<file path="config.mk">
export PLATFORM = sky130hd
export DESIGN_NAME = decodeStage
export DESIGN_NICKNAME = d
export VERILOG_FILES = /design/src/design/decoderPkg.sv /design/src/design/decodeStage.sv /design/src/design/immDecoder.sv /design/src/design/mulExtDecoder.sv /design/src/design/specialDecoder.sv
export VERILOG_INCLUDE_DIRS = /design/src /design/src/design
export SDC_FILE = /design/constraint.sdc
export NUM_CORES = 1
export LEC_CHECK = 0
export ABC_AREA = 1
export BUFFER_PORTS_ARGS = -buffer_cell sky130_fd_sc_hd__buf_4
export CORE_MARGIN = 1
export CORE_UTILIZATION = 48
export DETAILED_ROUTE_END_ITERATION = 6
export GPL_TIMING_DRIVEN = 0
export PLACE_DENSITY = 0.77
export SETUP_SLACK_MARGIN = 0.1
export SYNTH_ARGS = -nofsm -noshare
export SYNTH_HDL_FRONTEND = slang
export SYNTH_SLANG_ARGS = --single-unit
</file>
<file path="constraint.sdc">
create_clock -name clk -period 1.3 [get_ports clk]
set_input_delay 0.065 -clock clk [delete_from_list [all_inputs] [get_ports clk]]
set_output_delay 0.065 -clock clk [all_outputs]
set_load 0.005 [all_outputs]
</file>
<file path="src/design/decoder_settings.svh">
`ifndef DECODER_SETTINGS_SVH
`define DECODER_SETTINGS_SVH

// instruction word
`define INSTR_W 32

// major opcode field
`define OP_MSB 31
`define OP_LSB 26

// function field of the R-type formats
`define FUNCT_MSB 5
`define FUNCT_LSB 0

// variant select bits
// rotr vs srl lives in the rs field
`define ROT_BIT 21
// rotrv vs srlv lives in the shamt field
`define ROTV_BIT 6
// seh vs seb in SPECIAL3 bshfl
`define SEH_BIT 9

// alu operation code width
`define ALUOP_W 6

`endif
</file>
<file path="src/design/decoderPkg.sv">
`default_nettype none

`include "decoder_settings.svh"

package decoderPkg;

    //////////////////////////////////////////////////////////////////////
    // major opcodes
    //////////////////////////////////////////////////////////////////////
    typedef enum logic [`OP_MSB-`OP_LSB:0] {
        OP_SPECIAL  = 6'b000000,
        OP_ADDI     = 6'b001000,
        OP_ADDIU    = 6'b001001,
        OP_SLTI     = 6'b001010,
        OP_SLTIU    = 6'b001011,
        OP_ANDI     = 6'b001100,
        OP_ORI      = 6'b001101,
        OP_XORI     = 6'b001110,
        OP_SPECIAL2 = 6'b011100,
        OP_SPECIAL3 = 6'b011111
    } opcodeT;

    //////////////////////////////////////////////////////////////////////
    // alu operations with encodings shared by the execute stage
    //////////////////////////////////////////////////////////////////////
    typedef enum logic [`ALUOP_W-1:0] {
        // arithmetic and multiply
        ALU_ADD   = 6'b000000, ALU_SUB  = 6'b000001,
        ALU_MUL   = 6'b000010, ALU_MULT = 6'b000011,
        ALU_MADD  = 6'b000100, ALU_MSUB = 6'b000101,
        // logic and sign extension
        ALU_AND   = 6'b001111, ALU_OR   = 6'b010000,
        ALU_NOR   = 6'b010001, ALU_XOR  = 6'b010010,
        ALU_SEH   = 6'b010011,
        // shifts, moves, compares
        ALU_SLL   = 6'b010100, ALU_SRL  = 6'b010101,
        ALU_MOVN  = 6'b010110, ALU_MOVZ = 6'b010111,
        ALU_ROTR  = 6'b011000, ALU_SRA  = 6'b011001,
        ALU_SEB   = 6'b011010, ALU_SLT  = 6'b011011,
        // hi/lo access
        ALU_MTHI  = 6'b011100, ALU_MTLO = 6'b011101,
        ALU_MFHI  = 6'b011110, ALU_MFLO = 6'b011111,
        // unsigned variants
        ALU_ADDU  = 6'b100000, ALU_MULTU = 6'b100001,
        ALU_SLTU  = 6'b100010
    } aluOpT;

    // 12-bit control word handed to execute
    typedef struct packed {
        logic  aluSrc;    // immediate is operand b
        logic  regDst;    // write rd, else rt
        logic  regWrite;
        logic  aluShamt;  // shift amount from shamt field
        logic  zeroExt;   // zero extend the immediate
        logic  reserved;  // unknown encoding
        aluOpT aluOp;
    } ctrlT;

    // per-class decoder output
    typedef struct packed {
        logic hit;        // instr belongs to this decoder's class
        ctrlT ctrl;
    } decodeResultT;

    // bubble writes nothing and adds as a harmless op
    function automatic ctrlT bubbleCtrl(input logic isReserved);
        ctrlT c;
        c          = '0;
        c.reserved = isReserved;
        c.aluOp    = ALU_ADD;
        return c;
    endfunction

endpackage

`default_nettype wire

</file>
<file path="src/design/decodeStage.sv">
`timescale 1ns/1ps
`default_nettype none

`include "decoder_settings.svh"

module decodeStage (
    input  logic                clk,
    input  logic                rstN,
    input  logic                instValid,
    input  logic [`INSTR_W-1:0] instr,
    output logic                ctrlValid,
    output decoderPkg::ctrlT    ctrl
);
    import decoderPkg::*;

    decodeResultT specRes;
    decodeResultT mulRes;
    decodeResultT immRes;
    ctrlT         nextCtrl;

    //////////////////////////////////////////////////////////////////////
    // per-class decoders are all combinational
    //////////////////////////////////////////////////////////////////////
    specialDecoder specDec0 (
        .instr  (instr),
        .result (specRes)
    );

    mulExtDecoder mulDec0 (
        .instr  (instr),
        .result (mulRes)
    );

    immDecoder immDec0 (
        .instr  (instr),
        .result (immRes)
    );

    // opcode classes are disjoint so at most one hit
    always_comb begin
        if (specRes.hit) begin
            nextCtrl = specRes.ctrl;
        end else if (mulRes.hit) begin
            nextCtrl = mulRes.ctrl;
        end else if (immRes.hit) begin
            nextCtrl = immRes.ctrl;
        end else begin
            // opcode nobody claims
            nextCtrl = bubbleCtrl(1'b1);
        end
    end

    //////////////////////////////////////////////////////////////////////
    // pipeline register
    //////////////////////////////////////////////////////////////////////
    always_ff @(posedge clk) begin
        if (!rstN) begin
            ctrlValid <= 1'b0;
            ctrl      <= '0;
        end else begin
            ctrlValid <= instValid;
            // hold last word while idle
            if (instValid) begin
                ctrl <= nextCtrl;
            end
        end
    end

endmodule

`default_nettype wire

</file>
<file path="src/design/immDecoder.sv">
`timescale 1ns/1ps
`default_nettype none

`include "decoder_settings.svh"

module immDecoder (
    input  logic [`INSTR_W-1:0]      instr,
    output decoderPkg::decodeResultT result
);
    import decoderPkg::*;

    ctrlT ctrlW;

    always_comb begin
        // immediate form writes rt
        ctrlW          = '0;
        ctrlW.aluSrc   = 1'b1;
        ctrlW.regWrite = 1'b1;
        ctrlW.aluOp    = ALU_ADD;
        result.hit     = 1'b1;

        case (opcodeT'(instr[`OP_MSB:`OP_LSB]))
            // sign-extended immediates
            OP_ADDI:  ctrlW.aluOp = ALU_ADD;
            OP_ADDIU: ctrlW.aluOp = ALU_ADDU;
            OP_SLTI:  ctrlW.aluOp = ALU_SLT;
            // logic ops take a zero-extended immediate
            OP_ANDI: begin
                ctrlW.aluOp   = ALU_AND;
                ctrlW.zeroExt = 1'b1;
            end
            OP_ORI: begin
                ctrlW.aluOp   = ALU_OR;
                ctrlW.zeroExt = 1'b1;
            end
            OP_XORI: begin
                ctrlW.aluOp   = ALU_XOR;
                ctrlW.zeroExt = 1'b1;
            end
            // sltiu compares unsigned against zero-extended imm here
            OP_SLTIU: begin
                ctrlW.aluOp   = ALU_SLTU;
                ctrlW.zeroExt = 1'b1;
            end
            default: begin
                result.hit = 1'b0;
                ctrlW      = bubbleCtrl(1'b1);
            end
        endcase

        result.ctrl = ctrlW;
    end

endmodule

`default_nettype wire

</file>
<file path="src/design/mulExtDecoder.sv">
`timescale 1ns/1ps
`default_nettype none

`include "decoder_settings.svh"

module mulExtDecoder (
    input  logic [`INSTR_W-1:0]      instr,
    output decoderPkg::decodeResultT result
);
    import decoderPkg::*;

    logic [`FUNCT_MSB-`FUNCT_LSB:0] funct;
    ctrlT                           ctrlW;

    assign funct = instr[`FUNCT_MSB:`FUNCT_LSB];

    always_comb begin
        // register-register shape shared by both classes
        ctrlW          = '0;
        ctrlW.regDst   = 1'b1;
        ctrlW.regWrite = 1'b1;
        ctrlW.aluOp    = ALU_ADD;
        result.hit     = 1'b1;

        case (opcodeT'(instr[`OP_MSB:`OP_LSB]))
            OP_SPECIAL2: begin
                case (funct)
                    6'b000010: ctrlW.aluOp = ALU_MUL;
                    // madd/msub accumulate into hi/lo
                    6'b000000: begin
                        ctrlW.aluOp    = ALU_MADD;
                        ctrlW.regWrite = 1'b0;
                    end
                    6'b000100: begin
                        ctrlW.aluOp    = ALU_MSUB;
                        ctrlW.regWrite = 1'b0;
                    end
                    default: ctrlW = bubbleCtrl(1'b1);
                endcase
            end
            OP_SPECIAL3: begin
                // only seh and seb of the bshfl group kept
                if (instr[`SEH_BIT]) begin
                    ctrlW.aluOp = ALU_SEH;
                end else begin
                    ctrlW.aluOp = ALU_SEB;
                end
            end
            default: begin
                result.hit = 1'b0;
                ctrlW      = bubbleCtrl(1'b1);
            end
        endcase

        result.ctrl = ctrlW;
    end

endmodule

`default_nettype wire

</file>
<file path="src/design/specialDecoder.sv">
`timescale 1ns/1ps
`default_nettype none

`include "decoder_settings.svh"

module specialDecoder (
    input  logic [`INSTR_W-1:0]      instr,
    output decoderPkg::decodeResultT result
);
    import decoderPkg::*;

    logic [`FUNCT_MSB-`FUNCT_LSB:0] funct;
    logic [`OP_MSB-`OP_LSB:0]       opcode;
    ctrlT                           known;     // decode of a listed function
    logic                           isKnown;

    assign funct  = instr[`FUNCT_MSB:`FUNCT_LSB];
    assign opcode = instr[`OP_MSB:`OP_LSB];

    //////////////////////////////////////////////////////////////////////
    // function field table
    //////////////////////////////////////////////////////////////////////
    always_comb begin
        // common R-type shape
        known          = '0;
        known.regDst   = 1'b1;
        known.regWrite = 1'b1;
        known.aluOp    = ALU_ADD;
        isKnown        = 1'b1;

        case (funct)
            // immediate shifts
            6'b000000: begin
                known.aluOp    = ALU_SLL;
                known.aluShamt = 1'b1;
            end
            6'b000010: begin
                // rotr when the rs field lsb is set
                if (instr[`ROT_BIT]) begin
                    known.aluOp = ALU_ROTR;
                end else begin
                    known.aluOp = ALU_SRL;
                end
                known.aluShamt = 1'b1;
            end
            6'b000011: begin
                known.aluOp    = ALU_SRA;
                known.aluShamt = 1'b1;
            end
            // variable shifts take the amount from rs
            6'b000100: known.aluOp = ALU_SLL;
            6'b000110: begin
                if (instr[`ROTV_BIT]) begin
                    known.aluOp = ALU_ROTR;
                end else begin
                    known.aluOp = ALU_SRL;
                end
            end
            6'b000111: known.aluOp = ALU_SRA;
            // arithmetic
            6'b100000: known.aluOp = ALU_ADD;
            6'b100001: known.aluOp = ALU_ADDU;
            6'b100010: known.aluOp = ALU_SUB;
            // logic
            6'b100100: known.aluOp = ALU_AND;
            6'b100101: known.aluOp = ALU_OR;
            6'b100110: known.aluOp = ALU_XOR;
            6'b100111: known.aluOp = ALU_NOR;
            // compares and conditional moves
            6'b101010: known.aluOp = ALU_SLT;
            6'b101011: known.aluOp = ALU_SLTU;
            6'b001010: known.aluOp = ALU_MOVZ;
            6'b001011: known.aluOp = ALU_MOVN;
            // hi/lo reads write rd
            6'b010000: known.aluOp = ALU_MFHI;
            6'b010010: known.aluOp = ALU_MFLO;
            // hi/lo writers leave the gpr file alone
            6'b010001: begin
                known.aluOp    = ALU_MTHI;
                known.regWrite = 1'b0;
            end
            6'b010011: begin
                known.aluOp    = ALU_MTLO;
                known.regWrite = 1'b0;
            end
            6'b011000: begin
                known.aluOp    = ALU_MULT;
                known.regWrite = 1'b0;
            end
            6'b011001: begin
                known.aluOp    = ALU_MULTU;
                known.regWrite = 1'b0;
            end
            default: isKnown = 1'b0;
        endcase
    end

    //////////////////////////////////////////////////////////////////////
    // class hit and final word
    //////////////////////////////////////////////////////////////////////
    always_comb begin
        result.hit = (opcodeT'(opcode) == OP_SPECIAL);
        // all-zero word is sll r0 by encoding but means nop
        if (instr == '0) begin
            result.ctrl = bubbleCtrl(1'b0);
        end else if (!isKnown) begin
            result.ctrl = bubbleCtrl(1'b1);
        end else begin
            result.ctrl = known;
        end
    end

endmodule

`default_nettype wire

</file>
Yosys cells after proc, flatten, opt, wreduce, memory -nomap -nowiden
Index checks and enable logic that the tools add are counted.
W data, S select, Z words.
- equality and inequality tests: 31
- mux-type cells: 24
- reductions and logical operators: 12
- operators with widths (cell ; number):
    $pmux W6 S20 ; 1
    $eq A6 B4 Y1 const B ; 9
    $eq A6 B6 Y1 const B ; 9
    $eq A6 B5 Y1 const B ; 8
    $mux W12 ; 4
    $pmux W6 S6 ; 1
    $logic_not A32 Y1 ; 1
    $reduce_or A23 Y1 ; 1
    $pmux W5 S2 ; 2
    $eq A6 B3 Y1 const B ; 3
    $mux W4 ; 4
    $eq A6 B2 Y1 const B ; 2
    $logic_not A6 Y1 ; 2
    $mux W11 ; 1
    $mux W1 ; 10
    $pmux W3 S3 ; 1
    $reduce_or A4 Y1 ; 2
    $reduce_or A7 Y1 ; 1
    $reduce_or A2 Y1 ; 3
    $reduce_or A3 Y1 ; 2
- register bits after elaboration: 13
- bits of input ports: 35
- output and inout bits: 13
- logic and storage cells: 75

Depth between registers and ports, before layout
Gate-level depths: netlist (run 1).
- depth after elaboration: 6
- mapped depth: 11
- mapped depth without buffers: 11

Hierarchy
Synthesis (run 1) repeated with hierarchy kept, for this count alone.
- cell total of the unflattened synthesis: 307
- area, all modules: 1699.1 µm²
- modules (own cells, without submodules) (module ; times used ; cells an instance ; area each (µm²) ; sequential area each (µm²)):
    decodeStage ; 1 ; 110 ; 708.2 ; 260.2
    specialDecoder ; 1 ; 117 ; 586.8 ; 0.0
    mulExtDecoder ; 1 ; 44 ; 209.0 ; 0.0
    immDecoder ; 1 ; 36 ; 195.2 ; 0.0

Least setup slack after synthesis (run 1)
OpenSTA, ideal clock, no wires.
- kind: input-to-reg
- start point: input port instr[27]
- end point: register ctrl[4] (netlist bit)
- setup time: 0.070 ns
- data arrival time: 1.003 ns
- data required time: 1.230 ns
- slack: 0.227 ns
- cell stages on the path: 6
- buffers on the path: 0
- path through: nor2_1 inv_1 nor2_1 o21a_1 nand4_1 a21oi_1
- cells in the longest elaborated chain, start to end: 6
- elaborated cells on any way between the ends: 21
- those cells by class: eq/ne: 9; mux: 8; reduce/logical: 4
- RTL lines (what ; RTL line ; source):
    start, declared ; decodeStage.sv:10 ; input logic [`INSTR_W-1:0] instr,
    $eq A6 B4 Y1 ; immDecoder.sv:22 ; case (opcodeT'(instr[`OP_MSB:`OP_LSB]))
    $reduce_or A7 Y1 (no source line) ; n/a ;
    $mux W1 ; immDecoder.sv:22 ;
    $mux W12 ; decodeStage.sv:45 ; end else if (immRes.hit) begin
    $mux W12 ; decodeStage.sv:43 ; end else if (mulRes.hit) begin
    $mux W12 (*) ; decodeStage.sv:41 ; if (specRes.hit) begin
    end signal, assigned ; decodeStage.sv:64 ; ctrl <= nextCtrl;
    end, declared ; decodeStage.sv:12 ; output decoderPkg::ctrlT ctrl
Mark *: on every way between the ends. The rest lies on a longest branch, timed or not.
A chain may end at the register's enable or synchronous reset.

Worst setup path after layout (run 1)
- start point: input port instr[1]
- end point: register ctrl[4] (netlist bit)
- cells in the longest elaborated chain, start to end: 6
- elaborated cells on any way between the ends: 32
- those cells by class: eq/ne: 22; mux: 5; reduce/logical: 5
- RTL lines (what ; RTL line ; source):
    $eq A6 B3 Y1, or another cell as far along ; specialDecoder.sv:31 ; case (funct)
    $reduce_or A2 Y1 (no source line) / $reduce_or A23 Y1 (equally long branches) ; n/a ;
    $pmux W6 S20 / $mux W1 (equally long branches) ; specialDecoder.sv:31 ;
    $mux W11 ; specialDecoder.sv:106 ; end else if (!isKnown) begin
    $mux W12 (*) ; specialDecoder.sv:104 ; if (instr == '0) begin
    $mux W12 (*) ; decodeStage.sv:41 ;
Marks and branches as above.

==> results.toml, run 1 <==
[floorplanning]
rows = 17
die_w_um = 52.4
ios = 48
fp.dieArea_um2 = 2740
die_y_um = 52.4
coreArea_um2 = 2300
start_util_pct = 53.0

[drt]
ant_nets = 0
firstDrtPassIters = 4
drtIter0Drc = 39
routed_wl_mm = 3.53
vias = 1621
viasPerCell = 5.48
wire_per_inst_um = 11.9
drc = 0

[clock_network]
cts_hold_buf = 0
clk_pin_slew_worst_paths_ns = 0.07
clockBufferDepth = 2
cts_tree = "done"
cts_root_buf = "clkbuf_4"
cts_made_buffers = 3
insertion_delay_ns = 0.27
cts_max_level = 1
clock-sinks = 13

[sta]
finalMaxSlewViolations = 0
tightest_slew_ns = 0.396
fin_skew_ns = 0
setup_violations = 0
fin_crit_ns = 1.11
hold_slack_ns = 0.119
fmax_mhz = 899
slew_headroom_pct = 73.3
finalCritPeriodShare_pct = 85.6
grt_setup_unrepaired = "false"
finalHoldViolCount = 0
fin_tns_setup_ns = 0

[power]
power_leakage_nw = 0.847
power.density_nw_per_um2 = 584
vdd_drop_max_uv = 1130

[job]
drv_cap = 0

[cells_and_area]
fin_nets = 304
num_antenna_cells = 0
area_delta_synth_final_pct = 43.9
drive_above_1_share_pct = 30.6
post-route-util_pct = 76.3

[worst_setup_path]
cp-start-kind = "input pin"
critPathArrivalTime_ns = 1.32
cp.required_ns = 1.51
critical_path.startpoint = "instr[1]"
critical_path_class = "input pin to register"
end_kind = "register"
rr_endpoint = "ctrl[10]"
r2r_start = "ctrl[10]"
worst-r2r-cell-count = 2
regToRegSetupSlack_ns = 0.61
worstPathMaxFanout = 6

[place]
port_buffers = 46
dpl.hpwl_mm = 2.66
place_congestion = 0.932

[synth]
synth.largest_area_cell = "dfxtp_1"
yosys.area.top_type_share_pct = 21.4
synthesis.nets = 247
syn_area_um2 = 1220
ys_types = 21
ys_async_sr_fraction_pct = 0
yosys-top-cells-count = "43 x nand2_1, 37 x nor2_1, 24 x nand3_1, 20 x inv_1, 17 x o21ai_0"
ys_seq_elements = 13
synthTopCellsByArea = "dfxtp_1 21%, nand2_1 13%, nor2_1 11%"
ys_warn_count = 0
synth_seq_area_share_pct = 21.4
synth_most_common_cell = "nand2_1"
synth_cells = 212
synth_area_per_cell_um2 = 5.74
synth_edf_count = 0
ys.flop_type = "dfxtp_1"

[worst_hold_path]
holdPathStages = 3
hp-start = "instValid"
min_to = "ctrl[3]"
hold_class = "input pin to register"

[grt]
grt-ovfl-total = 0
grt_pass1_wl_mm = 5.21
grt_pass1_vias = 1259
grt_usage_pct = 25.0
grt_max_degree = 11
grt_antenna_before_repair = 0

[run_status]
outcome = "finished, final reports clean"
## power by group
group          internal, mW  total, mW  switching [mW]
combinational         0.165      0.356           0.190
clock                 0.119      0.244           0.125
sequential            0.415      0.423         0.00804
## cells by family after synthesis
family | Yosys count | share of synthesized area (%)
AND/OR/NAND/NOR | 135 | 53.8
AO/OA/AOI/OAI | 38 | 16.9
buffers and inverters | 26 | 8.02
flip-flops | 13 | 21.4
## cell usage in the layout, fill, tap and decap left out
cell | Yosys | final
clkbuf_4 | 0 | 3
nor3b_2 | 1 | 1
buf_12 | 0 | 2
nor2_1 | 37 | 35
nand2_2 | 2 | 4
a21oi_2 | 0 | 1
o22ai_1 | 2 | 2
nand3_1 | 24 | 22
a31oi_1 | 2 | 2
inv_1 | 20 | 18
nand2_1 | 43 | 41
o21a_1 | 1 | 1
o211ai_1 | 3 | 3
dfxtp_1 | 13 | 13
inv_2 | 3 | 4
a21oi_1 | 13 | 12
nand3_4 | 0 | 2
nor2_2 | 3 | 2
nor3b_1 | 1 | 1
o21ai_0 | 17 | 17
clkinvlp_4 | 0 | 1
clkbuf_1 | 3 | 4
nor3_1 | 5 | 5
buf_4 | 0 | 50
nand3_2 | 5 | 5
nor2_4 | 4 | 7
nand4_1 | 10 | 10
## metal layers
metal	up-vias	global-route usage [%]	part of all wire [%]	wire [um]
li1	835	-	-	-
met1	725	34.3	45	1590
met2	59	40.3	46	1640
met3	2	5.22	7.7	272
met4	0	4.39	0.68	24
met5	-	0	0	0
## timing repair
item                                    4_1_cts  5_1_grt
endpoints found under the setup margin        2        3
gates resized for setup                       1       13
setup buffers                                 0        6
pin swaps                                     0        6
## flip-flops by register name (all words and copies together) (netlist names)
| signal | flops |
|---|---|
| ctrlValid | 1 |
| ctrl | 12 |
## through the flow
stage          setup WS, ns  instances  area (um^2)  power [mW]
5_1_grt              0.0751        296         1750        1.08
4_1_cts               0.179        290         1630       0.981
2_1_floorplan         0.227        212         1220       0.591
3_3_place_gp         -0.192        286         1600       0.742
6_report              0.187        296         1750        1.02
3_5_place_dp         -0.197        286         1600       0.744
## critical path, stage by stage
cell and delay, ns:
buf_4 0.11, clkinvlp_4 0.14, nor2_4 0.16, buf_12 0.12, nand2_1 0.05, o211ai_1 0.25, nor2_1 0.09, nand2_1 0.06
nand4_1 0.11, a21oi_2 0.16
## cell type report
class | instances | area (um^2)
Buffer | 3 | 11.3
Clock buffer | 4 | 26.3
Fill cell | 223 | 546
Inverter | 23 | 90.1
Multi-Input combinational cell | 173 | 913
Sequential cell | 13 | 260
Tap cell | 28 | 35.0
Timing Repair Buffer | 52 | 415
## worst max-delay path by stage
stage,cells after the start,endpoint,slack [ns]
floorplan,6,ctrl[4],0.23
global placement,7,ctrl[4],-0.19
detailed placement,7,ctrl[4],-0.20
CTS,7,ctrl[9],0.18
global route,10,ctrl[4],0.08
finish,10,ctrl[4],0.19
(Power assumes the default switching activity.)
==> run 2, diff against run 1 <==
--- a/config.mk
+++ b/config.mk
@@ -10,9 +10,11 @@
 export BUFFER_PORTS_ARGS = -buffer_cell sky130_fd_sc_hd__buf_4
 export CORE_MARGIN = 1
 export CORE_UTILIZATION = 48
+export CTS_CLUSTER_DIAMETER = 80
 export DETAILED_ROUTE_END_ITERATION = 6
 export GPL_TIMING_DRIVEN = 0
 export PLACE_DENSITY = 0.77
+export REMOVE_ABC_BUFFERS = 1
 export SETUP_SLACK_MARGIN = 0.1
 export SYNTH_ARGS = -nofsm -noshare
 export SYNTH_HDL_FRONTEND = slang
==> run 2 against run 1 <==
Net effect: critical path type unchanged; via count down 4.3%; combinational power fell by 9.6%; sequential share of layout area grew 0.95 points; clock skew is the same; die area stayed put; count of clock-buffer cells in the layout stayed put; largest cell class unchanged; first-iteration DRC count increased by 59%; largest power group unchanged; clock power barely moved; total power is 3.4% lower; non-clock buffer count down 8; highest routed layer unchanged; final area shrank 6.0%.
==> results.toml, run 2 (synthesis results as in run 1) <==
[cells_and_area]
final_common_cell = "buf_4"
fin_nets = 296
final_cell_mix = "47 x buf_4, 42 x nand2_1, 35 x nor2_1"
area_delta_synth_final_pct = 35.3
drive_above_1_share_pct = 28.1
regMostFlops = "ctrl"
largest_reg_flops = 12
reg.largest.list = "ctrl x12, ctrlValid x1"
fin_area_um2 = 1650
num_antenna_cells = 0

[grt]
use_met1_pct = 34.1
grt_pass1_wl_mm = 5.29
busiest_layer = "met2"
grt_pass1_vias = 1310
grt_usage_pct = 25.5
grtUsageMet2_pct = 42.2
grt_use_met3_pct = 6.67
grt_antenna_before_repair = 0
grt-ovfl-total = 0
grt_max_degree = 14

[sta]
tightest_slew_ns = 0.437
finalMaxSlewViolations = 0
setup_violations = 0
slew_headroom_pct = 70.7
fmax_mhz = 946
fin_skew_ns = 0
fin_crit_ns = 1.06
finalHoldViolCount = 0
fin_tns_setup_ns = 0
grt_setup_unrepaired = "false"
finalCritPeriodShare_pct = 81.4

[drt]
drtIter0Drc = 62
wire_per_inst_um = 11.3
vias = 1552
ant_nets = 0
routed_wl_mm = 3.25
drc = 0
firstDrtPassIters = 4
viasPerCell = 5.39

[worst_setup_path]
slowest_stage = "o21a_1"
worstPathMaxFanout = 7
regToRegSetupSlack_ns = 0.66
crit_path_max_incr_delay_ns = 0.25
end_kind = "register"
critPathArrivalTime_ns = 1.27
rr_endpoint = "ctrl[10]"
cp.required_ns = 1.51
critical_path_class = "input pin to register"
crit_chain = "buf_4, nor2_1, inv_1, nor2_4, o21a_1, nand4_1, a21oi_1"
worst-r2r-cell-count = 2
cp-start-kind = "input pin"
r2r_start = "ctrl[10]"

[place]
dpl.hpwl_mm = 2.62
placed_area_um2 = 1590
port_buffers = 47
place_congestion = 0.922

[job]
drv_cap = 0

[clock_network]
clk_pin_slew_worst_paths_ns = 0.08
cts_made_buffers = 3
cts_root_buf = "clkbuf_4"
clock-sinks = 13
insertion_delay_ns = 0.27
cts_tree = "done"
cts_max_level = 1
clockBufferDepth = 2

[worst_hold_path]
hp-start = "rstN"
holdPathStages = 3
hold_class = "input pin to register"
min_to = "ctrlValid"

[floorplanning]
start_util_pct = 53.0
fp.dieArea_um2 = 2740
coreArea_um2 = 2300
die_y_um = 52.4
ios = 48
rows = 17
die_w_um = 52.4

[run_status]
outcome = "finished, final reports clean"

[power]
vdd_drop_max_uv = 1090
power.density_nw_per_um2 = 600
power_leakage_nw = 0.811
## run 2: how the worst max path moves through the flow
stage	from	end	slack, ns	depth (start not counted)
6_report	instr[27]	ctrl[4]	0.24	7
5_1_grt	instr[1]	ctrl[4]	0.10	12
4_1_cts	instr[1]	ctrl[4]	0.19	12
3_5_place_dp	instr[27]	ctrl[4]	-0.20	7
3_3_place_gp	instr[27]	ctrl[4]	-0.20	7
2_1_floorplan	instr[27]	ctrl[4]	0.23	6
## run 2: cell type report
cell class,count,area [um^2]
tap,28,35.0
clock buffer,4,26.3
timing repair buffer,47,353
fill,234,651
multi-input combinational,173,882
sequential,13,260
inverter,23,90.1
## run 2: power breakdown
| group | internal (mW) | switching [mW] |
|---|---|---|
| Sequential | 0.415 | 0.00784 |
| Clock | 0.119 | 0.125 |
| Combinational | 0.146 | 0.175 |
## run 2: metal layers
metal	wire length (um)	up-vias
li1	-	815
met1	1480	659
met2	1450	72
met3	300	6
met4	22	0
met5	0	-
## run 2: worst max-delay path, delay by kind of cell
family | cells | cell delay (ns)
compound gates | 2 | 0.39
buf+inv | 2 | 0.25
simple gates | 3 | 0.56
## run 2: timing repair
action                                  in CTS  in global routing
buffers inserted                             0                  0
hold endpoints to repair                     0                  0
gates resized for setup                      1                  7
hold buffers                                 0                  0
endpoints found under the setup margin       1                  5
## run 2: through the flow
stage / hold slack (ns) / instances / worst slack (ns) / power [mW] / utilization (%)
6_report: 0.0563 / 288 / 0.242 / 0.988 / 71.7
5_1_grt: 0.0448 / 288 / 0.104 / 1.05 / 71.7
4_1_cts: 0.0425 / 288 / 0.188 / 0.985 / 70.6
3_5_place_dp: 0.326 / 284 / -0.196 / 0.743 / 69.4
3_3_place_gp: 0.330 / 284 / -0.201 / 0.742 / 69.4
2_1_floorplan: 0.158 / 209 / 0.227 / 0.585 / -
==> run 3, diff against run 2 <==
--- a/config.mk
+++ b/config.mk
@@ -6,14 +6,14 @@
 export SDC_FILE = /design/constraint.sdc
 export NUM_CORES = 1
 export LEC_CHECK = 0
-export ABC_AREA = 1
+export ABC_AREA = 0
 export BUFFER_PORTS_ARGS = -buffer_cell sky130_fd_sc_hd__buf_4
 export CORE_MARGIN = 1
-export CORE_UTILIZATION = 48
+export CORE_UTILIZATION = 43
 export CTS_CLUSTER_DIAMETER = 80
 export DETAILED_ROUTE_END_ITERATION = 6
 export GPL_TIMING_DRIVEN = 0
-export PLACE_DENSITY = 0.77
+export PLACE_DENSITY = 0.74
 export REMOVE_ABC_BUFFERS = 1
 export SETUP_SLACK_MARGIN = 0.1
 export SYNTH_ARGS = -nofsm -noshare
==> constraint.sdc (replaced) <==
create_clock -name clk -period 0.9 [get_ports clk]
set_input_delay 0.045 -clock clk [delete_from_list [all_inputs] [get_ports clk]]
set_output_delay 0.045 -clock clk [all_outputs]
set_load 0.005 [all_outputs]
==> run 3 against run 2 <==
Net effect: the run now ends with setup timing left; first-iteration DRC count increased by 74%; cell count decreased by 15%; global-route usage increased by 2.7 points; core utilization increased by 0.50 points; via count increased by 0.77%; count of clock-buffer cells in the layout unchanged; clock skew unchanged; routed wire length increased by 26%; final area increased by 11%; worst hold slack got worse by 0.0040 ns; sequential power increased by 46%; synthesized cell count decreased by 22%; critical endpoint is now ctrl[5]; largest cell class unchanged.
==> results.toml, run 3 <==
[synth]
synth_seq_area_share_pct = 22.4
ys_seq_elements = 13
ys.flop_type = "dfxtp_1"
ys_async_sr_fraction_pct = 0
synth_most_common_cell = "nor2_1"
yosys.area.top_type_share_pct = 22.4
ys_types = 46
synth.largest_area_cell = "dfxtp_1"
synth.area.mux_share_pct = 4.30
synth_area_per_cell_um2 = 7.01
ys_warn_count = 0
synth_top_family_by_area = "simple AND/OR/NAND/NOR gates"
yosys-top-cells-count = "18 x nor2_1, 15 x o21ai_0, 13 x dfxtp_1, 10 x a21oi_1, 8 x nand2_1"
synth_compound_area_share_pct = 31.5
synth_cells = 166
synth_xor_area_share_pct = 1.51
synth_edf_count = 0
syn_area_um2 = 1160
synth-simple-area-share_pct = 32.6
synthAdderAreaFrac_pct = 0
synthTopCellsByArea = "dfxtp_1 22%, o21ai_0 6.5%, nor2_1 5.8%"

[grt]
grt_pass1_wl_mm = 5.98
grt_max_degree = 23
grt_antenna_before_repair = 0
grt-ovfl-total = 0
grt_pass1_vias = 1352
grt_usage_pct = 28.2

[place]
dp.cells = 228
placed_area_um2 = 1490
dpl.hpwl_mm = 2.55
place_congestion = 0.951
port_buffers = 47
dpl_worst_slack_ns = -1.04

[clock_network]
cts_max_level = 1
cts_tree = "done"
clk_pin_slew_worst_paths_ns = 0.08
clock-sinks = 13
cts_root_buf = "clkbuf_4"
cts_made_buffers = 3
clockBufferDepth = 2
insertion_delay_ns = 0.28

[floorplanning]
fp.dieArea_um2 = 2920
coreArea_um2 = 2520
start_util_pct = 46.1
die_y_um = 54.0
die_w_um = 54.0
rows = 18
ios = 48

[power]
power.density_nw_per_um2 = 886
seq_power_share_pct = 38.3
clockPowerShare_pct = 22.3
swShare_pct = 31.6
power_leakage_nw = 0.732
switchingPower_mw = 0.510
internal_power_mw = 1.10
vdd_drop_max_uv = 790
pwr-share-comb_pct = 39.4

[cells_and_area]
fin_nets = 252
final_cell_mix = "55 x buf_4, 16 x nor2_1, 12 x o21ai_0"
num_antenna_cells = 0
drive_above_1_share_pct = 42.6
instances_no_fill = 246
fin_area_um2 = 1820
final_common_cell = "buf_4"
area_delta_synth_final_pct = 56.5
regMostFlops = "ctrl"
fillerInstances = 182
reg.largest.list = "ctrl x12, ctrlValid x1"
largest_reg_flops = 12

[drt]
wire_per_inst_um = 16.6
firstDrtPassIters = 5
viasPerCell = 6.36
drc = 0
routed_wl_mm = 4.09
ant_nets = 0
vias = 1564
drtIter0Drc = 108

[worst_setup_path]
crit_buf_inv = 1
slowest_stage = "or3b_4"
cp.required_ns = 1.10
cp_top_family = "simple AND/OR/NAND/NOR gates"
worstPathMaxFanout = 6
crit_chain = "buf_12, or3b_4, a21oi_4, nor4_4, nor3_4, nand4b_1, a31oi_1"
cp-start-kind = "input pin"
end_kind = "register"
crit_path_max_incr_delay_ns = 0.42
critical_path_class = "input pin to register"
critPathArrivalTime_ns = 1.46

[sta]
grt_setup_unrepaired = "true"
slew_headroom_pct = 70.0
finalMaxSlewViolations = 0
hold_slack_ns = 0.0522
setup_ws_ns = -0.363
finalHoldViolCount = 0
fin_tns_setup_ns = -2.93
tightest_slew_ns = 0.447
fin_skew_ns = 0
fmax_mhz = 792
finalCritPeriodShare_pct = 140
setup_violations = 10
fin_crit_ns = 1.26

[run_status]
violations = "setup timing"
outcome = "finished with violations"

[job]
drv_cap = 0

[worst_hold_path]
hold_class = "input pin to register"
==> run 3: changes by cell type in the layout (fill, tap and decap cells not counted), sizes merged, moves of 4 or more <==
cell	change
nand3	-23
buf	+13
nor2	-26
nor4	+8
a31oi	+4
mux2i	+5
nand2	-37
nand4	-7
inv	-16
==> run 3: stage by stage <==
stage                     power [mW]  utilization [%]
final                           1.61             72.2
after CTS                       1.57             69.0
after detailed placement        1.11             58.9
after global routing            1.68             72.2
after floorplan                0.824                -
after global placement          1.09             58.9
==> run 3: path summary, 6_finish.rpt <==
path,startpoint,end,slack (ns),cells after the start
setup / recovery,instr[5],ctrl[5],-0.36,7
hold / removal,instr[9],ctrl[0],0.05,3
setup reg to reg,ctrl[2],ctrl[2],0.19,2
hold reg to reg,ctrl[8],ctrl[8],0.48,2
==> run 3: per-layer routing <==
| metal | vias to the layer above | wire (um) | track usage (%) |
|---|---|---|---|
| met4 | 0 | 122 | 8.55 |
| met2 | 121 | 1930 | 48.8 |
| met5 | - | 0 | 0 |
| met1 | 693 | 1660 | 34.7 |
| met3 | 18 | 377 | 5.65 |
| li1 | 732 | - | - |
==> run 3: power by group through the flow <==
stage / combinational, mW / sequential (mW) / clock (mW)
finish: 0.635 / 0.618 / 0.361
CTS: 0.584 / 0.615 / 0.367
global route: 0.672 / 0.622 / 0.391
detailed placement: 0.477 / 0.629 / 0
floorplan: 0.195 / 0.629 / 0
global placement: 0.467 / 0.626 / 0
==> run 3: cell type report <==
class                      count  area (um^2)  area share [%]
multi-input combinational    132          925            50.8
timing repair buffer          61          539            29.6
sequential                    13          270            14.8
tap                           30         37.5            2.06
clock buffer                   4         26.3            1.44
inverter                       6         22.5            1.24
==> run 3: cell families after synthesis <==
logic type	count (synthesis)
and+or+nand+nor	68
AOI/OAI and AO/OA	57
xor gates and xnor gates	2
DFF	13
buffers and inverters	21
muxes	5
==> run 3: worst reg2reg max path, delay by kind of cell (launching register included) <==
kind	cells	cell delay [ns]
flip-flops	1	0.33
AO/OA/AOI/OAI	2	0.26
==> run 3: repair_timing <==
action	4_1_cts	5_1_grt
gates resized for setup	23	22
pin swaps	13	8
hold buffers	0	0
endpoints found under the setup margin	10	20
cloned	1	0
setup buffers	12	1
